<file path="config.mk">
export PLATFORM = sky130hd
export DESIGN_NAME = addr_router
export DESIGN_NICKNAME = d
export VERILOG_FILES = /design/src/verilog/axi_pkg.sv /design/src/verilog/addr_router.sv
export VERILOG_INCLUDE_DIRS = /design/src /design/src/verilog
export SDC_FILE = /design/constraint.sdc
export NUM_CORES = 1
export LEC_CHECK = 0
export BUFFER_PORTS_ARGS = -buffer_cell sky130_fd_sc_hd__buf_2
export CAP_MARGIN = 20
export CORE_AREA = 2 2 114 116
export DETAILED_ROUTE_END_ITERATION = 6
export DIE_AREA = 0 0 116 118
export PLACE_DENSITY = 0.46
export SKIP_CTS_REPAIR_TIMING = 1
export SLEW_MARGIN = 20
export SYNTH_ARGS = -nofsm -noshare
export SYNTH_HDL_FRONTEND = slang
export SYNTH_SLANG_ARGS = --single-unit
</file>
<file path="constraint.sdc">
create_clock -name clk -period 2.7 [get_ports clk]
set_input_delay 0.135 -clock clk [delete_from_list [all_inputs] [get_ports clk]]
set_output_delay 0.135 -clock clk [all_outputs]
set_load 0.005 [all_outputs]
</file>
<file path="src/verilog/bus_macros.svh">
`ifndef BUS_MACROS_SVH
`define BUS_MACROS_SVH

// Address and data widths of every AXI-lite channel in the subsystem.
`define ADDR_W 32
`define DATA_W 32

// The SRAM window spans SRAM_WORDS*4 bytes from SRAM_BASE.
// Any other address is unmapped and gets a decode error.
`define SRAM_BASE 32'h8000_0000
`define SRAM_WORDS 1024

// Cycles from the AR handshake at the SRAM to its rvalid.
// Must be at least one.
`define SRAM_RD_LATENCY 2

`endif

</file>
<file path="src/verilog/axi_pkg.sv">
`default_nettype none

`include "bus_macros.svh"

package axi_pkg;

	typedef logic [`ADDR_W-1:0] addr_t;
	typedef logic [`DATA_W-1:0] data_t;
	typedef logic [`DATA_W/8-1:0] strb_t;

	// Standard AXI response encodings.
	typedef enum logic [1:0] {
		RESP_OKAY   = 2'b00,
		RESP_EXOKAY = 2'b01,
		RESP_SLVERR = 2'b10,
		RESP_DECERR = 2'b11
	} resp_t;

	// Read address channel.
	typedef struct packed {
		addr_t addr;
	} ar_t;

	// Read data channel.
	typedef struct packed {
		data_t data;
		resp_t resp;
	} r_t;

	// Write address channel.
	typedef struct packed {
		addr_t addr;
	} aw_t;

	// Write data channel with one strobe bit per byte lane.
	typedef struct packed {
		data_t data;
		strb_t strb;
	} w_t;

	// Write response channel.
	typedef struct packed {
		resp_t resp;
	} b_t;

endpackage

`default_nettype wire

</file>
<file path="src/verilog/addr_router.sv">
`default_nettype none
`timescale 1ns/100ps

`include "bus_macros.svh"

module addr_router (
	input  wire            clk,
	input  wire            rst_n,

	input  axi_pkg::ar_t   ar,
	input  wire            arvalid,
	output logic           arready,
	output axi_pkg::r_t    r,
	output logic           rvalid,
	input  wire            rready,
	input  axi_pkg::aw_t   aw,
	input  wire            awvalid,
	output logic           awready,
	input  axi_pkg::w_t    w,
	input  wire            wvalid,
	output logic           wready,
	output axi_pkg::b_t    b,
	output logic           bvalid,
	input  wire            bready,

	output axi_pkg::ar_t   mem_ar,
	output logic           mem_arvalid,
	input  wire            mem_arready,
	input  axi_pkg::r_t    mem_r,
	input  wire            mem_rvalid,
	output logic           mem_rready,
	output axi_pkg::aw_t   mem_aw,
	output logic           mem_awvalid,
	input  wire            mem_awready,
	output axi_pkg::w_t    mem_w,
	output logic           mem_wvalid,
	input  wire            mem_wready,
	input  axi_pkg::b_t    mem_b,
	input  wire            mem_bvalid,
	output logic           mem_bready
);

	localparam axi_pkg::addr_t SRAM_END = `SRAM_BASE + `SRAM_WORDS * 4;

	logic ar_hit, aw_hit;
	logic rd_err_q, wr_err_q;
	logic wr_block;

	assign ar_hit = ar.addr >= `SRAM_BASE && ar.addr < SRAM_END;
	assign aw_hit = aw.addr >= `SRAM_BASE && aw.addr < SRAM_END;

	// Misses are taken right away and answered from here.
	assign mem_ar      = ar;
	assign mem_arvalid = arvalid && ar_hit && !rd_err_q;
	assign arready     = !rd_err_q && (ar_hit ? mem_arready : 1'b1);

	assign r          = rd_err_q ? '{data: '0, resp: axi_pkg::RESP_DECERR} : mem_r;
	assign rvalid     = rd_err_q || mem_rvalid;
	assign mem_rready = rready && !rd_err_q;

	// A pending B of either source holds off the next write, keeping responses in order.
	assign wr_block = wr_err_q || mem_bvalid;

	assign mem_aw      = aw;
	assign mem_w       = w;
	assign mem_awvalid = awvalid && aw_hit && !wr_block;
	assign mem_wvalid  = wvalid && awvalid && aw_hit && !wr_block; // W follows the AW address.
	assign awready     = !wr_block && (aw_hit ? mem_awready : wvalid);
	assign wready      = !wr_block && awvalid && (aw_hit ? mem_wready : 1'b1);

	assign b          = wr_err_q ? '{resp: axi_pkg::RESP_DECERR} : mem_b;
	assign bvalid     = wr_err_q || mem_bvalid;
	assign mem_bready = bready && !wr_err_q;

	always_ff @(posedge clk or negedge rst_n) begin
		if (!rst_n) begin
			rd_err_q <= 1'b0;
			wr_err_q <= 1'b0;
		end else begin
			if (rd_err_q)
				rd_err_q <= !rready;
			else
				rd_err_q <= arvalid && !ar_hit;
			if (wr_err_q)
				wr_err_q <= !bready;
			else
				wr_err_q <= awvalid && wvalid && !aw_hit && !mem_bvalid;
		end
	end

endmodule

`default_nettype wire

</file>
==> results.tsv <==
metric	value	unit
Worst path max stage delay	0.69	ns
post-route setup TNS	0	ns
Boundary Pins	294	
cell family with the largest share of critical-path delay	flip-flops	
Max VDD drop	0.000125	V
relative slew slack	62.0	%
portion of total power attributed to the clock network	46.3	%
Synth-to-Final Area Change	32.1	%
Comb power frac	44.9	%
placed insts	419	
cell leakage power	0.918	nW
largest cells by area after synthesis	buf_4 (59%), nor2b_1 (17%), dfrtp_1 (4.0%), nor4_1 (3.0%), nor4_2 (3.0%)	
CTS clk-pin slew, worst paths	0.03	ns
die width	116	um
Hold Crit Class	input port to flip-flop	
router iterations before antenna repair	4	
FF+latch count, synth	2	
RSZ-0062 raised after global routing	no	
sw frac	27.6	%
DP Area	1590	sq um
initial DRC count	44	
CP max FO	22	
port bufs	173	
power per standard cell area	286	nW/um^2
CP max-delay cell	dfrtp_1	
CTS Buf Count	3	
Worst Setup Start Kind	flip-flop	
largest area contributor in the synthesized netlist	buf_4	
Max Freq	0.620	GHz
Final Hold Violating Endpoints	0	
Die Y	118	um
Initial Utilization	10.2	%
Internal	0.346	mW
vias in the first global route	1203	
Clock Sinks	2	
sequential share of power	8.8	%
Setup WS pre-CTS	1.17	ns
Fin Hold WS	0.122	ns
antenna diode count	0	
H-tree levels	1	
clk buf depth	2	
Setup Viol. Count Final	0	
CTS tree	yes	
Netlist cell types	20	
Root Driver	clkbuf_16	
outcome	finished, final reports clean	
sequential area share after synthesis	3.95	%
core area	12400	sq um
crit path kind	flip-flop to output port	
Synth top area share	59.3	%
FP Rows	41	
final net count	401	
Routed Antenna Nets	0	
first-pass GRT wire length	5.24	mm
FF-to-FF Start	wr_err_q$_DFF_PN0_	
CP cell instances	buf_4, nor2b_1, buf_2	
Crit path required time	2.57	ns
Synth Area per Inst	7.15	sq um
final period demand of the worst path	1.61	ns
Skew-Pair Late Insertion Delay	0.22	ns
Final period util	59.8	%
share of post-route cells with drive strength above 1	74.1	%
Avg WL per Cell	9.65	um
final instance area	1670	sq um
DRC	0	
initial antenna violation count	0	
worst hold start	bready	
synthesized instance count	177	
count of non-filler cells in the finished layout	423	
Slew Viols, Final	0	
crit path DAT	1.48	ns
DRT Wirelength	4.08	mm
DIE AREA	13700	sq um
Cell Area, Synth	1270	sq um
clock skew	0	ns
vias	1332	
total track usage	4.94	%
Buf/Inv on CP	2	
Worst setup EP type	output port	
Net Sw Power	0.132	mW
largest net degree at the start of global routing	23	
total grt overflow	0	
Critical path origin	rd_err_q$_DFF_PN0_	
max_cap viols	0	
GP Congestion	0.668	
PnR worst setup slack	1.09	ns
Net Count, Synth	325	
Via-to-Cell Ratio	3.15	
Slew @ Worst Pin	0.570	ns
yosys warns	0	
==> worst paths after layout <==
path,endpoint,slack (ns),cells after the start
worst max-delay path,r[21],1.09,3
worst min-delay path,wr_err_q$_DFF_PN0_,0.12,2
worst max register to register,wr_err_q$_DFF_PN0_,1.57,3
worst min register to register,wr_err_q$_DFF_PN0_,0.61,2
max in group asynchronous,rd_err_q$_DFF_PN0_,2.33,2
min in group asynchronous,wr_err_q$_DFF_PN0_,0.26,2
==> worst register-to-register path, stage by stage (launching register included) <==
cell and delay (ns):
dfrtp_1 0.40, nor2_1 0.32, nand3_1 0.17, o22ai_1 0.15
==> registers in the layout, summed over array words and instances (netlist names) <==
register	count
wr_err_q	1
rd_err_q	1
==> area by class of cell <==
| cell class | instances | area [sq um] |
|---|---|---|
| fillers | 1450 | 10700 |
| repair buffers | 175 | 883 |
| multi-input cells | 68 | 438 |
| well taps | 172 | 215 |
| clock buffers | 3 | 75.1 |
| flip-flops and latches | 2 | 50.0 |
| inverters | 3 | 11.3 |
==> cells by family (layout without fill, tap and decap cells) <==
logic type / Yosys count / after routing / synth area share, %
multiplexers: 2 / 2 / 1.58
AND/OR/NAND/NOR: 63 / 63 / 31.3
flip-flops: 2 / 2 / 3.95
AO/OA/AOI/OAI: 3 / 3 / 1.68
buffers and inverters: 107 / 181 / 61.5
==> through the flow <==
stage          total power [mW]  util (%)
3_3_place_gp              0.259      12.8
4_1_cts                   0.486      13.4
2_1_floorplan             0.220         -
5_1_grt                   0.514      13.5
6_report                  0.478      13.5
3_5_place_dp              0.260      12.8
==> power groups by stage <==
stage | logic [mW] | registers [mW] | clock network, mW
after floorplan | 0.185 | 0.0351 | 0
after global placement | 0.217 | 0.0425 | 0
after detailed placement | 0.216 | 0.0431 | 0
after global routing | 0.240 | 0.0434 | 0.231
final | 0.214 | 0.0422 | 0.221
after CTS | 0.217 | 0.0427 | 0.226
==> metal layers <==
layer | track usage [%] | routed length (um)
met5 | 0 | 0
met4 | 4.61 | 202
met3 | 1.54 | 663
met2 | 9.76 | 2050
met1 | 3.42 | 1170
==> Yosys cell counts, drive strengths merged <==
cell type and instances:
buf 101, nor2b 34, nor4 9, or2 5
nand2 4, clkbuf 3, inv 3, nand3 3
nor2 3, dfrtp 2, mux2i 2, nor3 2
nor4b 2, and3 1, o21ai 1, o22ai 1
o311a 1
==> cells in the final DEF, fill, tap and decap left out, drive strengths merged <==
cell,netlist,layout
o22ai,1,1
clkbuf,3,3
o21ai,1,1
dlygate4sd3,0,1
buf,101,174
o311a,1,1
nand3,3,3
nor2b,34,34
or2,5,5
and3,1,1
inv,3,3
nor4b,2,2
nor3,2,2
nand2,4,4
dfrtp,2,2
mux2i,2,2
nor4,9,9
nor2,3,3
Power figures use the tool's default switching activity.
