--- config.mk ---
export PLATFORM = sky130hd
export DESIGN_NAME = mem_arbiter
export DESIGN_NICKNAME = d
export VERILOG_FILES = /design/src/verilog/axi_pkg.sv /design/src/verilog/core_pkg.sv /design/src/verilog/mem_arbiter.sv
export VERILOG_INCLUDE_DIRS = /design/src /design/src/verilog
export SDC_FILE = /design/constraint.sdc
export NUM_CORES = 1
export LEC_CHECK = 0
export ABC_CLOCK_PERIOD_IN_PS = 1700
export BUFFER_PORTS_ARGS = -buffer_cell sky130_fd_sc_hd__buf_2
export CELL_PAD_IN_SITES_DETAIL_PLACEMENT = 0
export CELL_PAD_IN_SITES_GLOBAL_PLACEMENT = 1
export CORE_AREA = 2 2 143 145
export CTS_CLUSTER_SIZE = 8
export DETAILED_ROUTE_END_ITERATION = 7
export DIE_AREA = 0 0 145 147
export PLACE_DENSITY = 0.58
export SLEW_MARGIN = 20
export SYNTH_ARGS = -nofsm -noshare
export SYNTH_HDL_FRONTEND = slang
export SYNTH_SLANG_ARGS = --single-unit
--- constraint.sdc ---
create_clock -name clk -period 1.7 [get_ports clk]
set_input_delay 0.34 -clock clk [delete_from_list [all_inputs] [get_ports clk]]
set_output_delay 0.34 -clock clk [all_outputs]
set_load 0.02 [all_outputs]
--- src/verilog/bus_macros.svh ---
`ifndef BUS_MACROS_SVH
`define BUS_MACROS_SVH

// Address and data widths of every AXI-lite channel in the subsystem.
`define ADDR_W 32
`define DATA_W 32

// The SRAM window spans SRAM_WORDS*4 bytes from SRAM_BASE.
// Any other address is unmapped and gets a decode error.
`define SRAM_BASE 32'h8000_0000
`define SRAM_WORDS 1024

// Cycles from the AR handshake at the SRAM to its rvalid.
// Must be at least one.
`define SRAM_RD_LATENCY 2

`endif

--- src/verilog/axi_pkg.sv ---
`default_nettype none

`include "bus_macros.svh"

package axi_pkg;

	typedef logic [`ADDR_W-1:0] addr_t;
	typedef logic [`DATA_W-1:0] data_t;
	typedef logic [`DATA_W/8-1:0] strb_t;

	// Standard AXI response encodings.
	typedef enum logic [1:0] {
		RESP_OKAY   = 2'b00,
		RESP_EXOKAY = 2'b01,
		RESP_SLVERR = 2'b10,
		RESP_DECERR = 2'b11
	} resp_t;

	// Read address channel.
	typedef struct packed {
		addr_t addr;
	} ar_t;

	// Read data channel.
	typedef struct packed {
		data_t data;
		resp_t resp;
	} r_t;

	// Write address channel.
	typedef struct packed {
		addr_t addr;
	} aw_t;

	// Write data channel with one strobe bit per byte lane.
	typedef struct packed {
		data_t data;
		strb_t strb;
	} w_t;

	// Write response channel.
	typedef struct packed {
		resp_t resp;
	} b_t;

endpackage

`default_nettype wire

--- src/verilog/core_pkg.sv ---
`default_nettype none

package core_pkg;

	// Master that currently owns the shared read path.
	typedef enum logic [1:0] {
		NONE = 2'd0,
		IFU  = 2'd1,
		LSU  = 2'd2
	} requester_e;

	// Arbiter state. busy is set once the owner's AR has been
	// handed downstream and stays set until its R handshake.
	typedef struct packed {
		requester_e owner;
		logic       busy;
	} grant_state_t;

endpackage

`default_nettype wire

--- src/verilog/mem_arbiter.sv ---
`default_nettype none
`timescale 1ns/100ps

module mem_arbiter (
	input  wire            clk,
	input  wire            rst_n,

	input  axi_pkg::ar_t   ifu_ar,
	input  wire            ifu_arvalid,
	output logic           ifu_arready,
	output axi_pkg::r_t    ifu_r,
	output logic           ifu_rvalid,
	input  wire            ifu_rready,

	input  axi_pkg::ar_t   lsu_ar,
	input  wire            lsu_arvalid,
	output logic           lsu_arready,
	output axi_pkg::r_t    lsu_r,
	output logic           lsu_rvalid,
	input  wire            lsu_rready,

	input  axi_pkg::aw_t   lsu_aw,
	input  wire            lsu_awvalid,
	output logic           lsu_awready,
	input  axi_pkg::w_t    lsu_w,
	input  wire            lsu_wvalid,
	output logic           lsu_wready,
	output axi_pkg::b_t    lsu_b,
	output logic           lsu_bvalid,
	input  wire            lsu_bready,

	output axi_pkg::ar_t   ar,
	output logic           arvalid,
	input  wire            arready,
	input  axi_pkg::r_t    r,
	input  wire            rvalid,
	output logic           rready,

	output axi_pkg::aw_t   aw,
	output logic           awvalid,
	input  wire            awready,
	output axi_pkg::w_t    w,
	output logic           wvalid,
	input  wire            wready,
	input  axi_pkg::b_t    b,
	input  wire            bvalid,
	output logic           bready
);

	core_pkg::grant_state_t grant_q, grant_d;
	logic ifu_own, lsu_own;

	assign ifu_own = grant_q.owner == core_pkg::IFU;
	assign lsu_own = grant_q.owner == core_pkg::LSU;

	always_comb begin
		grant_d = grant_q;
		if (grant_q.owner == core_pkg::NONE) begin
			if (ifu_arvalid) begin
				grant_d.owner = core_pkg::IFU; // ifu wins a tie.
			end else if (lsu_arvalid) begin
				grant_d.owner = core_pkg::LSU;
			end
		end else begin
			if (arvalid && arready)
				grant_d.busy = 1'b1;
			// The owner's R handshake ends the read and frees the path.
			if (rvalid && rready)
				grant_d = '{owner: core_pkg::NONE, busy: 1'b0};
		end
	end

	always_ff @(posedge clk or negedge rst_n) begin
		if (!rst_n)
			grant_q <= '{owner: core_pkg::NONE, busy: 1'b0};
		else
			grant_q <= grant_d;
	end

	// Only one read in flight, so no second AR once busy is set.
	assign ar      = ifu_own ? ifu_ar : lsu_ar;
	assign arvalid = !grant_q.busy && (ifu_own && ifu_arvalid || lsu_own && lsu_arvalid);
	assign ifu_arready = ifu_own && !grant_q.busy && arready;
	assign lsu_arready = lsu_own && !grant_q.busy && arready;

	assign ifu_r      = ifu_own ? r : '0;
	assign lsu_r      = lsu_own ? r : '0;
	assign ifu_rvalid = ifu_own && rvalid;
	assign lsu_rvalid = lsu_own && rvalid;
	assign rready     = ifu_own && ifu_rready || lsu_own && lsu_rready;

	// Writes come only from the lsu and bypass arbitration.
	assign aw          = lsu_aw;
	assign awvalid     = lsu_awvalid;
	assign lsu_awready = awready;
	assign w           = lsu_w;
	assign wvalid      = lsu_wvalid;
	assign lsu_wready  = wready;
	assign lsu_b       = b;
	assign lsu_bvalid  = bvalid;
	assign bready      = lsu_bready;

endmodule

`default_nettype wire

==> results.py, run 1 <==
metrics = {
    "worst_hold_path": {
        "min_path_type": "in -> reg",
    },
    "sta": {
        "hold_viol_final": 0,
        "max_clock_freq_mhz": 529,
        "period_needed_ns": 1.89,
        "worst_slack_ns": -0.192,
        "fin_crit_sh_pct": 111,
        "clock_skew_ns": 0.00114,
        "worst_slew_pin_slew_ns": 0.226,
        "slew_headroom_pct": 84.8,
        "drv_slew": 0,
        "final-setup-viol-count": 106,
        "rsz0062_at_grt": "true",
    },
    "placed_design": {
        "port_buffers": 211,
        "place.gp.congestion": 0.684,
        "place_inst": 612,
        "placed_cell_area_um2": 2480,
        "hpwl_mm": 6.20,
        "preCtsSetupSlack_ns": 0.0563,
    },
    "critical_path": {
        "path_class": "reg -> out",
        "path_max_fanout": 8,
        "path_cells": "nor2b_4, buf_12, buf_6, mux2_2, buf_2",
        "critPathTopFamily": "buffers and inverters",
        "worstPathBufferInverterCount": 3,
        "required_ns": 1.36,
        "slowest_delay_ns": 0.39,
        "startpoint_type": "flop",
        "worstPathArrival_ns": 1.55,
        "cp_slowest_cell": "dfrtp_1",
        "end_kind": "output pin",
    },
    "finish": {
        "drive_above_1_share_pct": 82.5,
        "nFillCells": 2192,
        "post-route-util_pct": 17.0,
        "largest_register_ffs": 3,
        "multi_input_area_um2": 1100,
        "nNetsFinal": 543,
        "largest-register": "grant_q",
        "antenna_cells": 0,
        "final_cells": 630,
        "reg_top3": "grant_q (3)",
        "final_area_um2": 3380,
        "area_growth_pct": 103,
        "ff_latch_area_um2": 75.1,
    },
    "clock_tree": {
        "htreeDepth": 1,
        "cts_tree": "done",
        "clock_tree.root_cell": "clkbuf_16",
        "cts_made_buffers": 3,
        "clk_latency_ns": 0.23,
        "path_clk_slew_ns": 0.03,
        "clockBufferDepth": 2,
        "cts_sinks": 3,
    },
    "synth": {
        "synth_top_area_share_pct": 34.2,
        "synth.largest_area_cell": "buf_4",
        "synth_ff_type": "dfrtp_1",
        "synth_most_common_cell": "buf_4",
        "synth_area_leaders": "buf_4, and2_1, mux2_2",
        "ys_seq_area_share_pct": 4.50,
        "async_reset_ff_share_pct": 100,
        "synth_edf_count": 0,
        "synth_warnings": 0,
        "yosysUniqueCellTypes": 18,
        "ys_ff_latch": 3,
        "synth_area_um2": 1670,
        "syn_area_per_cell_um2": 7.95,
        "ys_top_cells_by_count": "buf_4, and2_1, mux2_2",
        "syn-num-nets": 392,
        "syn_inst": 210,
    },
    "detailed_routing": {
        "drt-initial-drc-count": 34,
        "num_vias": 2021,
        "post_drt_wl_per_cell_um": 13.9,
        "drc": 0,
        "antenna_left": 0,
        "firstDrtPassIters": 4,
        "post_drt_via_cell_ratio": 3.21,
        "wl_mm": 8.74,
    },
    "run_status": {
        "status": "finished with violations",
        "violations": "setup timing",
    },
    "die": {
        "core_um2": 19800,
        "die_width_um": 145,
        "start_util_pct": 8.41,
        "ios": 364,
        "num_rows": 52,
        "dieArea_um2": 21300,
        "die_y_um": 147,
    },
    "grt": {
        "grt_pass1_wl_mm": 10.0,
        "grt_pass1_vias": 1886,
        "grt_max_degree": 38,
        "groute.usage.overall_pct": 6.00,
        "grt-ovfl-total": 0,
        "antenna_found_initial": 0,
    },
    "power": {
        "swShare_pct": 43.4,
        "seqPwrFrac_pct": 2.4,
        "total_power_w": 0.00590,
        "peakVddDrop_mv": 0.511,
        "p_sw_w": 0.00256,
        "pwr-share-comb_pct": 91.2,
        "p_leak_nw": 1.80,
        "power_frac_clock_pct": 6.4,
        "power.density_nw_per_um2": 1750,
        "p_int_w": 0.00334,
    },
    "job": {
        "cap_violations": 0,
    },
}
[worst paths after layout]
path                                         from                endpoint  slack [ns]  depth (start not counted)
min reg2reg                grant_q[0]$_DFFE_PN0P_  grant_q[0]$_DFFE_PN0P_        0.58                          2
max in group asynchronous                   rst_n  grant_q[1]$_DFFE_PN0P_        1.13                          2
max reg2reg                grant_q[2]$_DFFE_PN0P_  grant_q[2]$_DFFE_PN0P_        0.32                          5
max                        grant_q[2]$_DFFE_PN0P_                  ar[18]       -0.19                          5
min                                        rvalid  grant_q[0]$_DFFE_PN0P_        0.36                          2
min in group asynchronous                   rst_n  grant_q[0]$_DFFE_PN0P_        0.45                          2
[cell families (layout without fill, tap and decap cells)]
group / count (synthesis) / in the layout / share of synthesized area [%]
and+or+nand+nor: 80 / 80 / 30.4
muxes: 32 / 32 / 21.6
buffers and inverters: 88 / 238 / 40.6
AOI/OAI and AO/OA: 7 / 7 / 2.85
DFF: 3 / 3 / 4.50
[area by class of cell]
type	instances	area share, %
clock buffers	4	2.33
multi-input cells	119	32.4
flip-flops and latches	3	2.22
well taps	270	9.99
repair buffers	234	53.0
[power by group through the flow]
stage	Sequential, W	Combinational [W]	Clock, W
5_1_grt	0.000146	0.00566	0.000397
2_1_floorplan	0.000150	0.00261	0
4_1_cts	0.000140	0.00352	0.000386
3_5_place_dp	0.000140	0.00341	0
6_report	0.000139	0.00538	0.000381
3_3_place_gp	0.000140	0.00343	0
[cell usage in the layout (no fill, tap or decap)]
| cell type | synthesis | final |
|---|---|---|
| a22o_1 | 1 | 1 |
| and2_1 | 70 | 44 |
| a311oi_1 | 1 | 1 |
| buf_8 | 0 | 3 |
| buf_2 | 0 | 139 |
| a31oi_1 | 2 | 2 |
| and2_4 | 0 | 26 |
| buf_4 | 76 | 23 |
| mux2_2 | 32 | 4 |
| nor2_1 | 3 | 3 |
| dfrtp_1 | 3 | 3 |
| clkbuf_16 | 0 | 8 |
| nor2b_4 | 0 | 1 |
| and3b_1 | 2 | 2 |
| mux2_4 | 0 | 28 |
| a22oi_2 | 0 | 1 |
| and4b_1 | 1 | 1 |
| and2b_4 | 1 | 1 |
| buf_12 | 0 | 4 |
| nor2b_1 | 2 | 2 |
| clkbuf_1 | 2 | 1 |
| dlygate4sd3_1 | 0 | 1 |
| a21oi_1 | 2 | 2 |
| buf_6 | 8 | 59 |
[per-stage QoR]
stage                     hold slack, ns  TNS, ns
final                              0.360   -11.60
after global routing               0.377   -18.00
after floorplan                   0.0444        0
after global placement             0.142        0
after detailed placement           0.146        0
after CTS                          0.362   -11.14
[metal layers]
| layer | GRT usage (%) | vias to the layer above | part of all wire, % |
|---|---|---|---|
| met5 | 0 | - | 0 |
| met4 | 3.17 | 0 | 4.2 |
| met3 | 1.52 | 27 | 8.3 |
| met2 | 12.3 | 171 | 57 |
| met1 | 5.29 | 928 | 31 |
| li1 | - | 895 | - |
[timing repair]
action                                  in CTS  in global routing
gates cloned                                 0                  7
gates resized for setup                     14                179
hold buffers                                 1                  0
endpoints found under the setup margin      91                106
endpoints found under the hold margin        3                  0
pin swaps                                    1                 17
buffers inserted                             1                  5
Power figures use the tool's default switching activity.
==> inputs of run 2 (changes only) <==
Settings changed: CORE_AREA 2 2 143 145 to 8 8 137 139, CTS_BUF_LIST set to sky130_fd_sc_hd__clkbuf_4 sky130_fd_sc_hd__clkbuf_8 sky130_fd_sc_hd__clkbuf_16, CTS_CLUSTER_SIZE 8 to unset, PLACE_DENSITY 0.58 to 0.67.
==> run 2 against run 1 <==
  * Global-route usage rose by 1.8 points
  * Setup slack better by 0.016 ns
  * Fmax is 0.84% higher
  * Clock skew fell by 0.00088 ns
  * Clock-buffer cell count unchanged
  * Core utilization up 2.0 points
  * Sequential share of layout area up 0.13 points
  * Hold slack improved by 0.011 ns
  * The flow still finishes with violations (setup timing)
==> results.py, run 2 (synthesized netlist as in run 1, its figures left out) <==
metrics = {
    "sta": {
        "max_clock_freq_mhz": 533,
        "clock_skew_ns": 0.000256,
        "worst_slack_ns": -0.176,
        "period_needed_ns": 1.88,
        "rsz0062_at_grt": "true",
        "hold_viol_final": 0,
        "final-setup-viol-count": 87,
        "tns_ns": -8.97,
        "fin_crit_sh_pct": 110,
        "worst_slew_pin_slew_ns": 0.206,
        "fin_hold_ws_ns": 0.370,
        "slew_headroom_pct": 86.2,
        "drv_slew": 0,
    },
    "detailed_routing": {
        "firstDrtPassIters": 3,
        "drt-initial-drc-count": 44,
        "post_drt_via_cell_ratio": 3.38,
        "num_vias": 1964,
        "post_drt_wl_per_cell_um": 16.3,
        "wl_mm": 9.47,
        "drc": 0,
        "antenna_left": 0,
    },
    "grt": {
        "antenna_found_initial": 0,
        "groute.usage.overall_pct": 7.81,
        "grt_pass1_wl_mm": 13.2,
        "grt_pass1_vias": 2086,
        "grt-ovfl-total": 0,
        "grt_max_degree": 35,
    },
    "power": {
        "pwr-share-comb_pct": 89.7,
        "p_leak_nw": 1.63,
        "peakVddDrop_mv": 0.410,
        "power.density_nw_per_um2": 1600,
        "p_sw_w": 0.00231,
        "p_int_w": 0.00279,
        "power_frac_clock_pct": 7.6,
        "swShare_pct": 45.2,
        "seqPwrFrac_pct": 2.8,
    },
    "die": {
        "dieArea_um2": 21300,
        "num_rows": 48,
        "ios": 364,
        "start_util_pct": 9.96,
        "core_um2": 16800,
        "die_y_um": 147,
        "die_width_um": 145,
    },
    "finish": {
        "drive_above_1_share_pct": 85.7,
        "antenna_cells": 0,
        "final_cell_mix": "buf_2, buf_6, and2_4",
        "final_common_cell": "buf_2",
        "area_growth_pct": 91.0,
        "nNetsFinal": 539,
        "reg_top3": "grant_q (3)",
        "largest-register": "grant_q",
        "largest_register_ffs": 3,
    },
    "critical_path": {
        "path_max_fanout": 12,
        "path_class": "reg -> out",
        "rr_worst_depth": 7,
        "startpoint_type": "flop",
        "end_kind": "output pin",
        "r2r_setup_slack_ns": 0.20,
        "required_ns": 1.36,
        "worstPathArrival_ns": 1.54,
    },
    "clock_tree": {
        "cts_tree": "done",
        "clockBufferDepth": 2,
        "cts_sinks": 3,
        "path_clk_slew_ns": 0.03,
        "clk_latency_ns": 0.22,
        "cts_made_buffers": 3,
        "clock_tree.root_cell": "clkbuf_16",
        "htreeDepth": 1,
    },
    "job": {
        "cap_violations": 0,
    },
    "run_status": {
        "violations": "setup timing",
        "status": "finished with violations",
    },
    "worst_hold_path": {
        "min_path_type": "in -> reg",
        "hold_depth": 2,
    },
    "placed_design": {
        "place.gp.congestion": 0.730,
        "hpwl_mm": 7.87,
        "port_buffers": 211,
    },
}
## run 2: cell count changes in the layout (fill, tap and decap cells not counted), moves of 2 or more
cell       previous run  this run
clkbuf_16             8         4
and2_4               26        36
buf_8                 3         0
mux2_4               28         2
buf_16                0         2
and2_1               44        34
mux2_2                4        30
## run 2: final timing paths
check                                       start                endpoint
setup / recovery           grant_q[2]$_DFFE_PN0P_                   ar[6]
hold / removal                             rvalid  grant_q[0]$_DFFE_PN0P_
setup reg to reg           grant_q[2]$_DFFE_PN0P_  grant_q[0]$_DFFE_PN0P_
hold reg to reg            grant_q[0]$_DFFE_PN0P_  grant_q[0]$_DFFE_PN0P_
max in group asynchronous                   rst_n  grant_q[2]$_DFFE_PN0P_
min in group asynchronous                   rst_n  grant_q[0]$_DFFE_PN0P_
## run 2: through the flow
step | cell area [um2] | setup WS, ns | total power, W | instances | util, %
final | 3190 | -0.176 | 0.00510 | 581 | 19.0
after CTS | 2880 | -0.191 | 0.00458 | 578 | 17.2
after floorplan | 1670 | 0.152 | 0.00276 | 210 | -
after global routing | 3190 | -0.231 | 0.00538 | 581 | 19.0
after detailed placement | 2420 | 0.0498 | 0.00358 | 564 | 14.4
after global placement | 2420 | 0.0636 | 0.00359 | 564 | 14.4
## run 2: what timing repair did
action	CTS	global route
hold buffers	1	0
buffers inserted	7	2
setup endpoints to repair	86	104
hold endpoints to repair	3	0
resized for setup	84	92
gates cloned	2	1
pin swaps	14	20
## run 2: layer usage
metal,GRT usage (%),share of wire [%]
met5,0,0
met4,2.74,2.1
met3,3.84,13
met2,15.5,55
met1,6.51,30
## run 2: layout make-up
cell class / count / area [um2]
fillers: 1834 / 13600
repair buffers: 230 / 1720
multi-input cells: 119 / 1030
well taps: 225 / 282
clock buffers: 4 / 82.6
flip-flops and latches: 3 / 75.1
## run 2: power by group through the flow
stage | clock network (W) | registers, W | logic, W
floorplan | 0 | 0.000150 | 0.00261
global placement | 0 | 0.000141 | 0.00345
detailed placement | 0 | 0.000142 | 0.00344
CTS | 0.000394 | 0.000141 | 0.00404
global route | 0.000403 | 0.000146 | 0.00483
finish | 0.000385 | 0.000142 | 0.00457
## run 2: critical path: stages, from the launching register on
cell and delay, ns:
dfrtp_1 0.40, nor2b_4 0.15, buf_4 0.14, buf_12 0.13
mux2_2 0.33, buf_2 0.16
==> inputs of run 3 (changes only) <==
Settings changed: CAP_MARGIN set to 15, SKIP_CTS_REPAIR_TIMING set to 1.
==> run 3 against run 2 <==
  * The flow still finishes with violations (setup timing)
  * Core utilization is 1.8 points lower
  * Setup slack better by 0.0052 ns
  * Fmax is 0.28% higher
  * Critical path type unchanged
  * Critical endpoint unchanged
  * Largest cell class unchanged
  * Highest routed layer unchanged
==> results.py, run 3 (synthesized netlist as in run 1, its figures left out) <==
metrics = {
    "run_status": {
        "status": "finished with violations",
        "violations": "setup timing",
    },
    "finish": {
        "final_area_um2": 2890,
        "drive_above_1_share_pct": 76.6,
        "ff_latch_area_um2": 75.1,
        "largest_register_ffs": 3,
        "largest-register": "grant_q",
        "antenna_cells": 0,
        "area_growth_pct": 73.4,
        "final_cell_mix": "buf_2, and2_1, buf_6",
        "nFillCells": 1872,
        "multi_input_area_um2": 952,
        "reg_top3": "grant_q (3)",
        "nNetsFinal": 533,
        "final_common_cell": "buf_2",
    },
    "detailed_routing": {
        "num_vias": 1887,
        "antenna_left": 0,
        "firstDrtPassIters": 5,
        "drc": 0,
        "drt-initial-drc-count": 42,
        "post_drt_via_cell_ratio": 3.28,
        "post_drt_wl_per_cell_um": 15.6,
        "wl_mm": 8.98,
    },
    "clock_tree": {
        "path_clk_slew_ns": 0.03,
        "htreeDepth": 1,
        "cts_made_buffers": 3,
        "cts_sinks": 3,
        "cts_tree": "done",
        "clock_tree.root_cell": "clkbuf_16",
        "clk_latency_ns": 0.22,
        "clockBufferDepth": 2,
    },
    "power": {
        "power_frac_clock_pct": 8.5,
        "swShare_pct": 47.8,
        "p_sw_w": 0.00218,
        "peakVddDrop_mv": 0.417,
        "p_int_w": 0.00238,
        "power.density_nw_per_um2": 1570,
        "pwr-share-comb_pct": 88.4,
        "p_leak_nw": 1.52,
        "seqPwrFrac_pct": 3.1,
    },
    "die": {
        "num_rows": 48,
        "dieArea_um2": 21300,
        "start_util_pct": 9.96,
        "core_um2": 16800,
        "die_y_um": 147,
        "die_width_um": 145,
        "ios": 364,
    },
    "grt": {
        "grtUsageMet2_pct": 14.3,
        "grt_pass1_vias": 1915,
        "antenna_found_initial": 0,
        "grt_busiest_layer": "met2",
        "grt_max_degree": 35,
        "groute.usage.overall_pct": 7.31,
        "grt-ovfl-total": 0,
        "grtUsageMet3_pct": 3.84,
        "grt_pass1_wl_mm": 12.4,
        "met1_usage_pct": 6.05,
    },
    "sta": {
        "fin_hold_ws_ns": 0.369,
        "rsz0062_at_grt": "true",
        "clock_skew_ns": 0.000210,
        "worst_slack_ns": -0.171,
        "worst_slew_pin_slew_ns": 0.206,
        "hold_viol_final": 0,
        "fin_crit_sh_pct": 110,
        "tns_ns": -9.72,
        "max_clock_freq_mhz": 535,
        "drv_slew": 0,
        "period_needed_ns": 1.87,
        "slew_headroom_pct": 86.2,
        "final-setup-viol-count": 90,
    },
    "placed_design": {
        "place.gp.congestion": 0.730,
        "hpwl_mm": 7.87,
        "port_buffers": 211,
        "placed_cell_area_um2": 2420,
    },
    "critical_path": {
        "path_max_fanout": 12,
        "startpoint_type": "flop",
        "path_class": "reg -> out",
        "required_ns": 1.36,
        "worstPathArrival_ns": 1.53,
        "end_kind": "output pin",
    },
    "job": {
        "cap_violations": 0,
    },
    "worst_hold_path": {
        "min_path_type": "in -> reg",
    },
}
-- run 3: cell type report --
class | instances | area share, %
repair buffers | 224 | 51.9
multi-input cells | 119 | 32.9
well taps | 225 | 9.73
clock buffers | 4 | 2.85
flip-flops and latches | 3 | 2.59
-- run 3: through the flow --
step,setup WS [ns],utilization [%],std cells,total power (W)
after floorplan,0.152,-,210,0.00276
after global placement,0.0636,14.4,564,0.00359
after detailed placement,0.0498,14.4,564,0.00358
after CTS,-0.191,14.9,568,0.00398
after global routing,-0.222,17.3,575,0.00483
final,-0.171,17.3,575,0.00455
-- run 3: worst paths after layout --
check                                         end  slack [ns]                    from  depth (start not counted)
min                        grant_q[0]$_DFFE_PN0P_        0.37                  rvalid                          2
max                                         ar[6]       -0.17  grant_q[2]$_DFFE_PN0P_                          5
min in group asynchronous  grant_q[0]$_DFFE_PN0P_        0.47                   rst_n                          2
max in group asynchronous  grant_q[2]$_DFFE_PN0P_        1.12                   rst_n                          2
min reg2reg                grant_q[0]$_DFFE_PN0P_        0.57  grant_q[0]$_DFFE_PN0P_                          2
max reg2reg                grant_q[2]$_DFFE_PN0P_        0.28  grant_q[2]$_DFFE_PN0P_                          5
-- run 3: worst max-delay path, stage by stage (launching register included) --
cell	delay, ns
dfrtp_1	0.40
nor2b_4	0.15
buf_4	0.14
buf_12	0.13
mux2_2	0.33
buf_2	0.16
-- run 3: layer usage --
layer / share of wire (%) / wire, um
met2: 55 / 4930
met4: 2.0 / 176
met3: 13 / 1180
met1: 30 / 2690
met5: 0 / 0
-- run 3: power groups by stage --
| stage | clock (W) | combinational [W] | sequential [W] |
|---|---|---|---|
| final | 0.000385 | 0.00403 | 0.000141 |
| after global routing | 0.000403 | 0.00428 | 0.000145 |
| after CTS | 0.000394 | 0.00345 | 0.000141 |
| after detailed placement | 0 | 0.00344 | 0.000142 |
| after global placement | 0 | 0.00345 | 0.000141 |
| after floorplan | 0 | 0.00261 | 0.000150 |
